==> config.mk <==
export PLATFORM = sky130hd
export DESIGN_NAME = glitc_trigger_top
export DESIGN_NICKNAME = d
export VERILOG_FILES = /design/src/hw/glitc_pkg.sv /design/src/hw/power_estimator.sv /design/src/hw/power_fifo.sv /design/src/hw/peak_tracker.sv /design/src/hw/glitc_control_regs.sv /design/src/hw/glitc_trigger_top.sv
export VERILOG_INCLUDE_DIRS = /design/src /design/src/hw
export SDC_FILE = /design/constraint.sdc
export NUM_CORES = 2
export LEC_CHECK = 0
export BUFFER_PORTS_ARGS = -buffer_cell sky130_fd_sc_hd__buf_2
export CAP_MARGIN = 30
export CORE_MARGIN = 2
export CORE_UTILIZATION = 44
export DETAILED_ROUTE_END_ITERATION = 10
export GPL_ROUTABILITY_DRIVEN = 0
export GPL_TIMING_DRIVEN = 0
export PLACE_DENSITY = 0.71
export SLEW_MARGIN = 20
export SYNTH_ARGS = -nofsm -noshare
export SYNTH_HDL_FRONTEND = slang
export SYNTH_SLANG_ARGS = --single-unit
==> constraint.sdc <==
create_clock -name sysclk_i -period 7.69 [get_ports sysclk_i]
set_input_delay 1.9225 -clock sysclk_i [delete_from_list [all_inputs] [get_ports sysclk_i]]
set_output_delay 1.9225 -clock sysclk_i [all_outputs]
set_load 0.02 [all_outputs]
==> src/hw/glitc_defines.svh <==
/*
 * Build constants for the trigger slice: version word fields,
 * APB register byte offsets, power FIFO depth and window length.
 */
`ifndef GLITC_DEFINES_SVH
`define GLITC_DEFINES_SVH

////////////////////////////////////////////////////////////
// Version word fields, packed MSB first in this order.
////////////////////////////////////////////////////////////
`define GLITC_VER_BOARDREV 4'd0
`define GLITC_VER_MONTH    4'd3
`define GLITC_VER_DAY      8'd14
`define GLITC_VER_MAJOR    4'd1
`define GLITC_VER_MINOR    4'd2
`define GLITC_VER_REV      8'd7

////////////////////////////////////////////////////////////
// Register byte offsets, sized to the APB address.
////////////////////////////////////////////////////////////
`define GLITC_REG_VERSION  12'h000
`define GLITC_REG_CTRL     12'h004
`define GLITC_REG_PEAK     12'h008
`define GLITC_REG_STATUS   12'h00C

// Power FIFO entries, must be a power of two.
`define GLITC_FIFO_DEPTH   16

// Beats per trigger window.
`define GLITC_WINDOW_BEATS 64

`endif

==> src/hw/glitc_pkg.sv <==
/*
 * Shared types for the trigger slice: sample beat, power and peak
 * records, control word, version word and APB request/response.
 */
package glitc_pkg;

	// One deserialized beat of four signed samples.
	typedef struct packed {
		logic              valid;
		logic signed [11:0] s3;
		logic signed [11:0] s2;
		logic signed [11:0] s1;
		logic signed [11:0] s0;
	} sample_beat_t;

	// Power of one beat and its position in the window.
	typedef struct packed {
		logic [5:0]  idx;
		logic [15:0] power;
	} power_rec_t;

	// Window maximum, same layout as the PEAK register.
	typedef struct packed {
		logic [5:0]  idx;
		logic [15:0] power;
	} peak_rec_t;

	// Control word, enable in bit 0.
	typedef struct packed {
		logic [3:0] shift;
		logic       enable;
	} glitc_ctrl_t;

	typedef struct packed {
		logic [3:0] boardrev;
		logic [3:0] month;
		logic [7:0] day;
		logic [3:0] major;
		logic [3:0] minor;
		logic [7:0] rev;
	} version_t;

	// APB master to slave.
	typedef struct packed {
		logic [11:0] paddr;
		logic        psel;
		logic        penable;
		logic        pwrite;
		logic [31:0] pwdata;
	} apb_req_t;

	// APB slave to master.
	typedef struct packed {
		logic [31:0] prdata;
		logic        pready;
		logic        pslverr;
	} apb_rsp_t;

endpackage

==> src/hw/power_estimator.sv <==
/*
 * Power estimator: squares and sums the four samples of each beat,
 * shifts and saturates the sum, and tags it with its window index.
 */
`timescale 1ns/1ps
`include "glitc_defines.svh"

module power_estimator (
	input  logic                   sysclk_i,
	input  logic                   rst_n_i,
	input  glitc_pkg::sample_beat_t beat_i,
	input  logic                   sync_i,
	input  glitc_pkg::glitc_ctrl_t  ctrl_i,
	output glitc_pkg::power_rec_t   rec_o,
	output logic                   push_o
);
	import glitc_pkg::*;

	localparam int SQ_W  = 23;
	localparam int SUM_W = SQ_W + 2;
	localparam int IDX_W = $clog2(`GLITC_WINDOW_BEATS);
	localparam logic [IDX_W-1:0] LAST_IDX = IDX_W'(`GLITC_WINDOW_BEATS - 1);

	logic [IDX_W-1:0] idx_q;
	logic [IDX_W-1:0] beat_idx;
	logic             s1_valid_q;
	logic [IDX_W-1:0] s1_idx_q;
	logic [SQ_W-1:0]  s1_sq_q [4];
	logic [SUM_W-1:0] s2_sum;
	logic [SUM_W-1:0] s2_shifted;
	power_rec_t       s2_rec;

	// Square of a 12-bit sample, at most 2^22 so 23 bits hold it.
	function automatic logic [SQ_W-1:0] square(input logic signed [11:0] x);
		logic signed [23:0] p;
		p = x * x;
		return p[SQ_W-1:0];
	endfunction

	// Sync forces index 0 on its own beat.
	assign beat_idx = sync_i ? '0 : idx_q;

	////////////////////////////////////////////////////////////
	// Stage one: squares and index.
	////////////////////////////////////////////////////////////
	always_ff @(posedge sysclk_i or negedge rst_n_i) begin
		if (!rst_n_i) begin
			idx_q      <= '0;
			s1_valid_q <= 1'b0;
		end else begin
			s1_valid_q <= beat_i.valid;
			if (beat_i.valid) begin
				idx_q <= (beat_idx == LAST_IDX) ? '0 : beat_idx + 1'b1;
			end
		end
	end

	always_ff @(posedge sysclk_i) begin
		if (beat_i.valid) begin
			s1_sq_q[0] <= square(beat_i.s0);
			s1_sq_q[1] <= square(beat_i.s1);
			s1_sq_q[2] <= square(beat_i.s2);
			s1_sq_q[3] <= square(beat_i.s3);
			s1_idx_q   <= beat_idx;
		end
	end

	////////////////////////////////////////////////////////////
	// Stage two: sum, shift, saturate.
	////////////////////////////////////////////////////////////
	always_comb begin
		s2_sum = SUM_W'(s1_sq_q[0]) + SUM_W'(s1_sq_q[1]) +
		         SUM_W'(s1_sq_q[2]) + SUM_W'(s1_sq_q[3]);
		s2_shifted   = s2_sum >> ctrl_i.shift;
		s2_rec.idx   = s1_idx_q;
		s2_rec.power = (|s2_shifted[SUM_W-1:16]) ? 16'hFFFF : s2_shifted[15:0];
	end

	always_ff @(posedge sysclk_i or negedge rst_n_i) begin
		if (!rst_n_i) begin
			push_o <= 1'b0;
		end else begin
			push_o <= s1_valid_q;
		end
	end

	always_ff @(posedge sysclk_i) begin
		if (s1_valid_q) begin
			rec_o <= s2_rec;
		end
	end

endmodule

==> src/hw/power_fifo.sv <==
/*
 * Synchronous FIFO of power records. A push into a full FIFO
 * is dropped and reported as a one-cycle overflow pulse.
 */
`timescale 1ns/1ps
`include "glitc_defines.svh"

module power_fifo (
	input  logic                 sysclk_i,
	input  logic                 rst_n_i,
	input  glitc_pkg::power_rec_t rec_i,
	input  logic                 push_i,
	input  logic                 pop_i,
	output glitc_pkg::power_rec_t rec_o,
	output logic                 empty_o,
	output logic                 overflow_o
);
	import glitc_pkg::*;

	localparam int DEPTH = `GLITC_FIFO_DEPTH;
	localparam int AW    = $clog2(DEPTH);

	power_rec_t  mem [DEPTH];
	logic [AW:0] wr_ptr_q;
	logic [AW:0] rd_ptr_q;
	logic        full;
	logic        do_push;
	logic        do_pop;

	// Pointers carry one extra wrap bit to tell full from empty.
	assign empty_o = (wr_ptr_q == rd_ptr_q);
	assign full    = (wr_ptr_q[AW] != rd_ptr_q[AW]) &&
	                 (wr_ptr_q[AW-1:0] == rd_ptr_q[AW-1:0]);

	assign do_push = push_i && !full;
	assign do_pop  = pop_i && !empty_o;

	// Head of queue, valid whenever not empty.
	assign rec_o = mem[rd_ptr_q[AW-1:0]];

	always_ff @(posedge sysclk_i) begin
		if (do_push) begin
			mem[wr_ptr_q[AW-1:0]] <= rec_i;
		end
	end

	////////////////////////////////////////////////////////////
	// Pointers and overflow.
	////////////////////////////////////////////////////////////
	always_ff @(posedge sysclk_i or negedge rst_n_i) begin
		if (!rst_n_i) begin
			wr_ptr_q   <= '0;
			rd_ptr_q   <= '0;
			overflow_o <= 1'b0;
		end else begin
			if (do_push) begin
				wr_ptr_q <= wr_ptr_q + 1'b1;
			end
			if (do_pop) begin
				rd_ptr_q <= rd_ptr_q + 1'b1;
			end
			// Full is judged before this cycle's pop.
			overflow_o <= push_i && full;
		end
	end

endmodule

==> src/hw/peak_tracker.sv <==
/*
 * Peak tracker: drains power records, keeps the running maximum
 * of each window and publishes it at the last beat of the window.
 */
`timescale 1ns/1ps
`include "glitc_defines.svh"

module peak_tracker (
	input  logic                  sysclk_i,
	input  logic                  rst_n_i,
	input  glitc_pkg::glitc_ctrl_t ctrl_i,
	input  glitc_pkg::power_rec_t  rec_i,
	input  logic                  empty_i,
	output logic                  pop_o,
	output glitc_pkg::peak_rec_t   peak_o,
	output logic                  done_o
);
	import glitc_pkg::*;

	localparam int IDX_W = $clog2(`GLITC_WINDOW_BEATS);
	localparam logic [IDX_W-1:0] LAST_IDX = IDX_W'(`GLITC_WINDOW_BEATS - 1);

	power_rec_t run_q;
	power_rec_t run_d;
	logic       first_beat;
	logic       last_beat;

	// Drain whenever allowed, one record per cycle.
	assign pop_o = !empty_i && ctrl_i.enable;

	assign first_beat = (rec_i.idx == '0);
	assign last_beat  = (rec_i.idx == LAST_IDX);

	////////////////////////////////////////////////////////////
	// Running maximum.
	////////////////////////////////////////////////////////////
	always_comb begin
		run_d = run_q;
		// Strictly greater, so a tie keeps the earlier index.
		if (first_beat || (rec_i.power > run_q.power)) begin
			run_d = rec_i;
		end
	end

	always_ff @(posedge sysclk_i or negedge rst_n_i) begin
		if (!rst_n_i) begin
			run_q  <= '0;
			peak_o <= '0;
			done_o <= 1'b0;
		end else begin
			done_o <= 1'b0;
			if (pop_o) begin
				run_q <= run_d;
				if (last_beat) begin
					peak_o.power <= run_d.power;
					peak_o.idx   <= run_d.idx;
					done_o       <= 1'b1;
				end
			end
		end
	end

endmodule

==> src/hw/glitc_control_regs.sv <==
/*
 * APB register slave: version word, control, latest peak result
 * and status with window count and sticky FIFO overflow.
 */
`timescale 1ns/1ps
`include "glitc_defines.svh"

module glitc_control_regs (
	input  logic                  sysclk_i,
	input  logic                  rst_n_i,
	input  glitc_pkg::apb_req_t    apb_req_i,
	output glitc_pkg::apb_rsp_t    apb_rsp_o,
	output glitc_pkg::glitc_ctrl_t ctrl_o,
	input  glitc_pkg::peak_rec_t   peak_i,
	input  logic                  peak_done_i,
	input  logic                  overflow_i
);
	import glitc_pkg::*;

	localparam version_t VERSION = '{
		boardrev: `GLITC_VER_BOARDREV,
		month:    `GLITC_VER_MONTH,
		day:      `GLITC_VER_DAY,
		major:    `GLITC_VER_MAJOR,
		minor:    `GLITC_VER_MINOR,
		rev:      `GLITC_VER_REV
	};

	logic        access;
	logic        wr_en;
	logic        rd_en;
	logic        wr_ctrl;
	logic        wr_status;
	logic        mapped;
	logic [31:0] rd_data;
	logic [15:0] win_count_q;
	logic        overflow_q;

	////////////////////////////////////////////////////////////
	// APB access decode.
	////////////////////////////////////////////////////////////
	// Access phase only, setup cycles are ignored.
	assign access = apb_req_i.psel && apb_req_i.penable;
	assign wr_en  = access && apb_req_i.pwrite;
	assign rd_en  = access && !apb_req_i.pwrite;

	assign wr_ctrl   = wr_en && (apb_req_i.paddr == `GLITC_REG_CTRL);
	assign wr_status = wr_en && (apb_req_i.paddr == `GLITC_REG_STATUS);

	always_comb begin
		rd_data = '0;
		mapped  = 1'b1;
		case (apb_req_i.paddr)
			`GLITC_REG_VERSION: rd_data = VERSION;
			`GLITC_REG_CTRL:    rd_data = {27'b0, ctrl_o};
			`GLITC_REG_PEAK:    rd_data = {10'b0, peak_i};
			`GLITC_REG_STATUS:  rd_data = {15'b0, overflow_q, win_count_q};
			default:            mapped  = 1'b0;
		endcase
	end

	// Zero wait states, error only on unmapped reads.
	always_comb begin
		apb_rsp_o.prdata  = rd_en ? rd_data : '0;
		apb_rsp_o.pready  = 1'b1;
		apb_rsp_o.pslverr = rd_en && !mapped;
	end

	////////////////////////////////////////////////////////////
	// Control and status registers.
	////////////////////////////////////////////////////////////
	always_ff @(posedge sysclk_i or negedge rst_n_i) begin
		if (!rst_n_i) begin
			ctrl_o      <= '0;
			win_count_q <= '0;
			overflow_q  <= 1'b0;
		end else begin
			if (wr_ctrl) begin
				ctrl_o <= glitc_ctrl_t'(apb_req_i.pwdata[$bits(glitc_ctrl_t)-1:0]);
			end
			// A write to STATUS wins over events in the same cycle.
			if (wr_status) begin
				win_count_q <= '0;
				overflow_q  <= 1'b0;
			end else begin
				if (peak_done_i) begin
					win_count_q <= win_count_q + 16'd1;
				end
				if (overflow_i) begin
					overflow_q <= 1'b1;
				end
			end
		end
	end

endmodule

==> src/hw/glitc_trigger_top.sv <==
/*
 * Trigger slice top: APB registers, power estimator, power FIFO
 * and peak tracker on the single system clock.
 */
`timescale 1ns/1ps

module glitc_trigger_top (
	input  logic                   sysclk_i,
	input  logic                   rst_n_i,
	input  glitc_pkg::apb_req_t     apb_req_i,
	output glitc_pkg::apb_rsp_t     apb_rsp_o,
	input  glitc_pkg::sample_beat_t beat_i,
	input  logic                   sync_i
);
	import glitc_pkg::*;

	// Control word from the register block.
	glitc_ctrl_t ctrl;
	// Estimator to FIFO.
	power_rec_t  est_rec;
	logic        est_push;
	// FIFO to tracker.
	power_rec_t  head_rec;
	logic        fifo_empty;
	logic        fifo_pop;
	logic        fifo_overflow;
	// Tracker result back to the registers.
	peak_rec_t   peak;
	logic        peak_done;

	glitc_control_regs u_regs (
		.sysclk_i   (sysclk_i),
		.rst_n_i    (rst_n_i),
		.apb_req_i  (apb_req_i),
		.apb_rsp_o  (apb_rsp_o),
		.ctrl_o     (ctrl),
		.peak_i     (peak),
		.peak_done_i(peak_done),
		.overflow_i (fifo_overflow)
	);

	power_estimator u_estimator (
		.sysclk_i(sysclk_i),
		.rst_n_i (rst_n_i),
		.beat_i  (beat_i),
		.sync_i  (sync_i),
		.ctrl_i  (ctrl),
		.rec_o   (est_rec),
		.push_o  (est_push)
	);

	power_fifo u_fifo (
		.sysclk_i  (sysclk_i),
		.rst_n_i   (rst_n_i),
		.rec_i     (est_rec),
		.push_i    (est_push),
		.pop_i     (fifo_pop),
		.rec_o     (head_rec),
		.empty_o   (fifo_empty),
		.overflow_o(fifo_overflow)
	);

	peak_tracker u_tracker (
		.sysclk_i(sysclk_i),
		.rst_n_i (rst_n_i),
		.ctrl_i  (ctrl),
		.rec_i   (head_rec),
		.empty_i (fifo_empty),
		.pop_o   (fifo_pop),
		.peak_o  (peak),
		.done_o  (peak_done)
	);

endmodule

==> impl_metrics.yaml <==
run_status:
  status: "finished, final reports clean"
worst_setup_path:
  start_kind: "input pin"
  required_ns: 8.03
  critical_path_class: "in -> reg"
  crit_fanout: 10
  critPathArrivalTime_ns: 7.61
  critPathCaptureType: "register"
logic_synthesis:
  synth_top_area_frac: 0.320
  synth_cell_types: 77
  synth_xor_area_frac: 0.0313
  yosysTopAreaCell: "edfxtp_1"
  synthAdderAreaFrac: 0.306
  avgSynthCellArea_um2: 12.1
  yosysWarnings: 0
  synth_top_family_by_area: "adder cells"
  netlist_area_mm2: 0.0440
  synth_compound_area_frac: 0.0558
  synth-async-reset-ratio: 0.155
  yosysMostFrequentCell: "inv_1"
  synth_edf_count: 468
  synth_area_leaders: "edfxtp_1 32%, fa_1 23%, ha_1 8.0%, mux4_2 5.9%, inv_1 5.7%"
  synth-main-ff-cell: "edfxtp_1"
  synthMuxAreaShare: 0.0754
  ys_seq_area_frac: 0.369
  synth_cells: 3631
  yosys-top-cells-count: "665 x inv_1, 498 x fa_1, 468 x edfxtp_1"
  ys_seq_elements: 554
  yosys.area_share.simple: 0.0920
die:
  fp.coreArea_mm2: 0.0987
  chipWidth_um: 320
  rows: 115
  pin_count: 133
  die_h_um: 320
  dieArea_mm2: 0.102
  initial_core_util: 0.445
grt:
  grt_pass1_vias: 28918
  antenna_found_initial: 1
  grt_overflow: 0
  grt_pass1_wl_mm: 156
  grt_max_degree: 83
  grt_use_total: 0.193
clock_network:
  post_cts_resized: 0
  cts_root_buf: "clkbuf_16"
  numClockSinks: 554
  postCtsSetupRepairBufs: 0
  numCtsBuffers: 57
  insertion_delay_ns: 0.65
  cts_hold_buf: 0
  cts_tree: "built"
  htreeDepth: 2
  clock_path_buffers: 3
  clk_pin_slew_ns: 0.06
drt:
  drtPass1Iterations: 6
  wl_per_cell_um: 18.5
  drt_iter0_drc: 2332
  vias: 27237
  vias_per_cell: 5.29
  route.detailed.drc: 0
  final_antenna_net_count: 0
  wirelength_mm: 95.5
timing:
  finalHoldViolations: 0
  clock_skew_ns: 0.0686
  slew_viol_final: 0
  min_period_over_period: 0.945
  setup_viol: 0
  maxSlewHeadroom: 0.380
  tightestPinTransition_ns: 0.931
  min_period_ns: 7.26
  max_freq_mhz: 138
  rsz0062_at_grt: "false"
hold_path:
  hp-class: "reg -> reg"
cells_and_area:
  drive_gt1_frac: 0.108
  fin_cells: 5152
  syn2layout_area_growth_pct: 10.4
  utilization: 0.492
  fin_area_mm2: 0.0485
  final_nets: 4693
placement:
  port_buffers: 95
  placed_cells: 5039
  dp_hpwl_mm: 74.1
  post_dp_cell_area_mm2: 0.0465
run:
  drv_cap: 0
## area by class of cell
cell class	count	area [um^2]
Fill cell	8572	50200
Tap cell	1287	1610
Antenna cell	2	5.00
Timing Repair Buffer	117	947
Sequential cell	554	16200
Buffer	139	587
Inverter	667	2500
Clock buffer	68	1490
Multi-Input combinational cell	2280	24700
Clock inverter	38	449
## worst max-delay path, stage by stage
cell,delay [ns]
buf_2,0.18
clkbuf_1,0.42
and2_1,0.31
fa_1,0.45
ha_1,0.29
inv_1,0.06
fa_1,0.49
fa_1,0.51
fa_1,0.49
inv_1,0.04
ha_1,0.31
nor2b_1,0.15
o21ai_0,0.21
a21boi_0,0.16
o21ai_0,0.26
a21oi_1,0.15
o21ai_0,0.35
a31oi_1,0.28
a211o_1,0.32
a21oi_1,0.17
xnor2_1,0.07
## metrics by stage
step / worst slack [ns] / setup TNS (ns) / hold slack [ns]
floorplan: 0.908 / 0 / 0.400
global placement: 0.0360 / 0 / 0.402
detailed placement: -0.0320 / -0.0320 / 0.406
CTS: 0.162 / 0 / 0.422
global route: 0.0234 / 0 / 0.430
finish: 0.425 / 0 / 0.413
## final timing paths
kind	startpoint	endpoint	slack, ns	cells after the start
min in group asynchronous	rst_n_i	u_fifo.rd_ptr_q[3]$_DFFE_PN0P_	1.13	1
max in group asynchronous	rst_n_i	u_regs.ctrl_o[2]$_DFFE_PN0P_	5.93	2
setup reg to reg	u_estimator.s1_sq_q[0][3]$_DFFE_PP_	u_estimator.rec_o[9]$_SDFFCE_PP1P_	0.44	25
setup / recovery	beat_i[24]	u_estimator.s1_sq_q[2][21]$_DFFE_PP_	0.43	21
hold reg to reg	u_estimator.s1_idx_q[1]$_DFFE_PP_	u_estimator.rec_o[17]$_DFFE_PP_	0.41	0
hold / removal	u_estimator.s1_idx_q[1]$_DFFE_PP_	u_estimator.rec_o[17]$_DFFE_PP_	0.41	0
## sequential cells by signal, indices dropped and copies added (netlist names), 5 cells and up
signal,cells
u_tracker.peak_o,22
u_estimator.s1_idx_q,6
u_estimator.idx_q,6
u_estimator.s1_sq_q,88
u_tracker.run_q,22
u_estimator.rec_o,22
u_fifo.rd_ptr_q,5
u_fifo.mem,352
u_regs.ctrl_o,5
u_fifo.wr_ptr_q,5
u_regs.win_count_q,16
## logic make-up (layout without fill, tap and decap cells)
| logic type | Yosys count | in the layout |
|---|---|---|
| AOI/OAI and AO/OA | 361 | 361 |
| muxes | 182 | 182 |
| buffers and inverters | 806 | 1029 |
| other | 2 | 13 |
| DFF | 554 | 554 |
| xor gates and xnor gates | 157 | 157 |
| adders and majority gates | 778 | 778 |
| and+or+nand+nor | 791 | 791 |
## routing by layer
layer  global-route usage  vias up  wire length [um]
li1                     -    12462                 -
met1                0.256    13882             39300
met2                0.332      753             47800
met3               0.0242      140              5210
met4               0.0624        0              3190
met5                    0        -                 0
## placed cells by master, fill, tap and decap left out, types with 14 or more instances in the layout
cell and count:
a21o_1 30, a21oi_1 80, a22oi_1 15, and2_1 185, and2_2 16, and3_1 22, buf_2 103, clkbuf_1 115
clkbuf_16 58, dfrtp_1 86, edfxtp_1 468, fa_1 498, ha_1 280, inv_1 665, mux2_2 35, mux2i_1 27
mux4_2 115, nand2_1 196, nand2b_1 57, nand3_1 43, nand4_1 30, nor2_1 137, nor2b_1 34, nor3_1 30
o211ai_1 25, o21a_1 20, o21ai_0 66, or3_1 14, xnor2_1 111, xor2_1 46
Power is left out: the tool's default activity adds up to more than one toggle a clock period on the data nets, which glitch-free logic cannot reach.
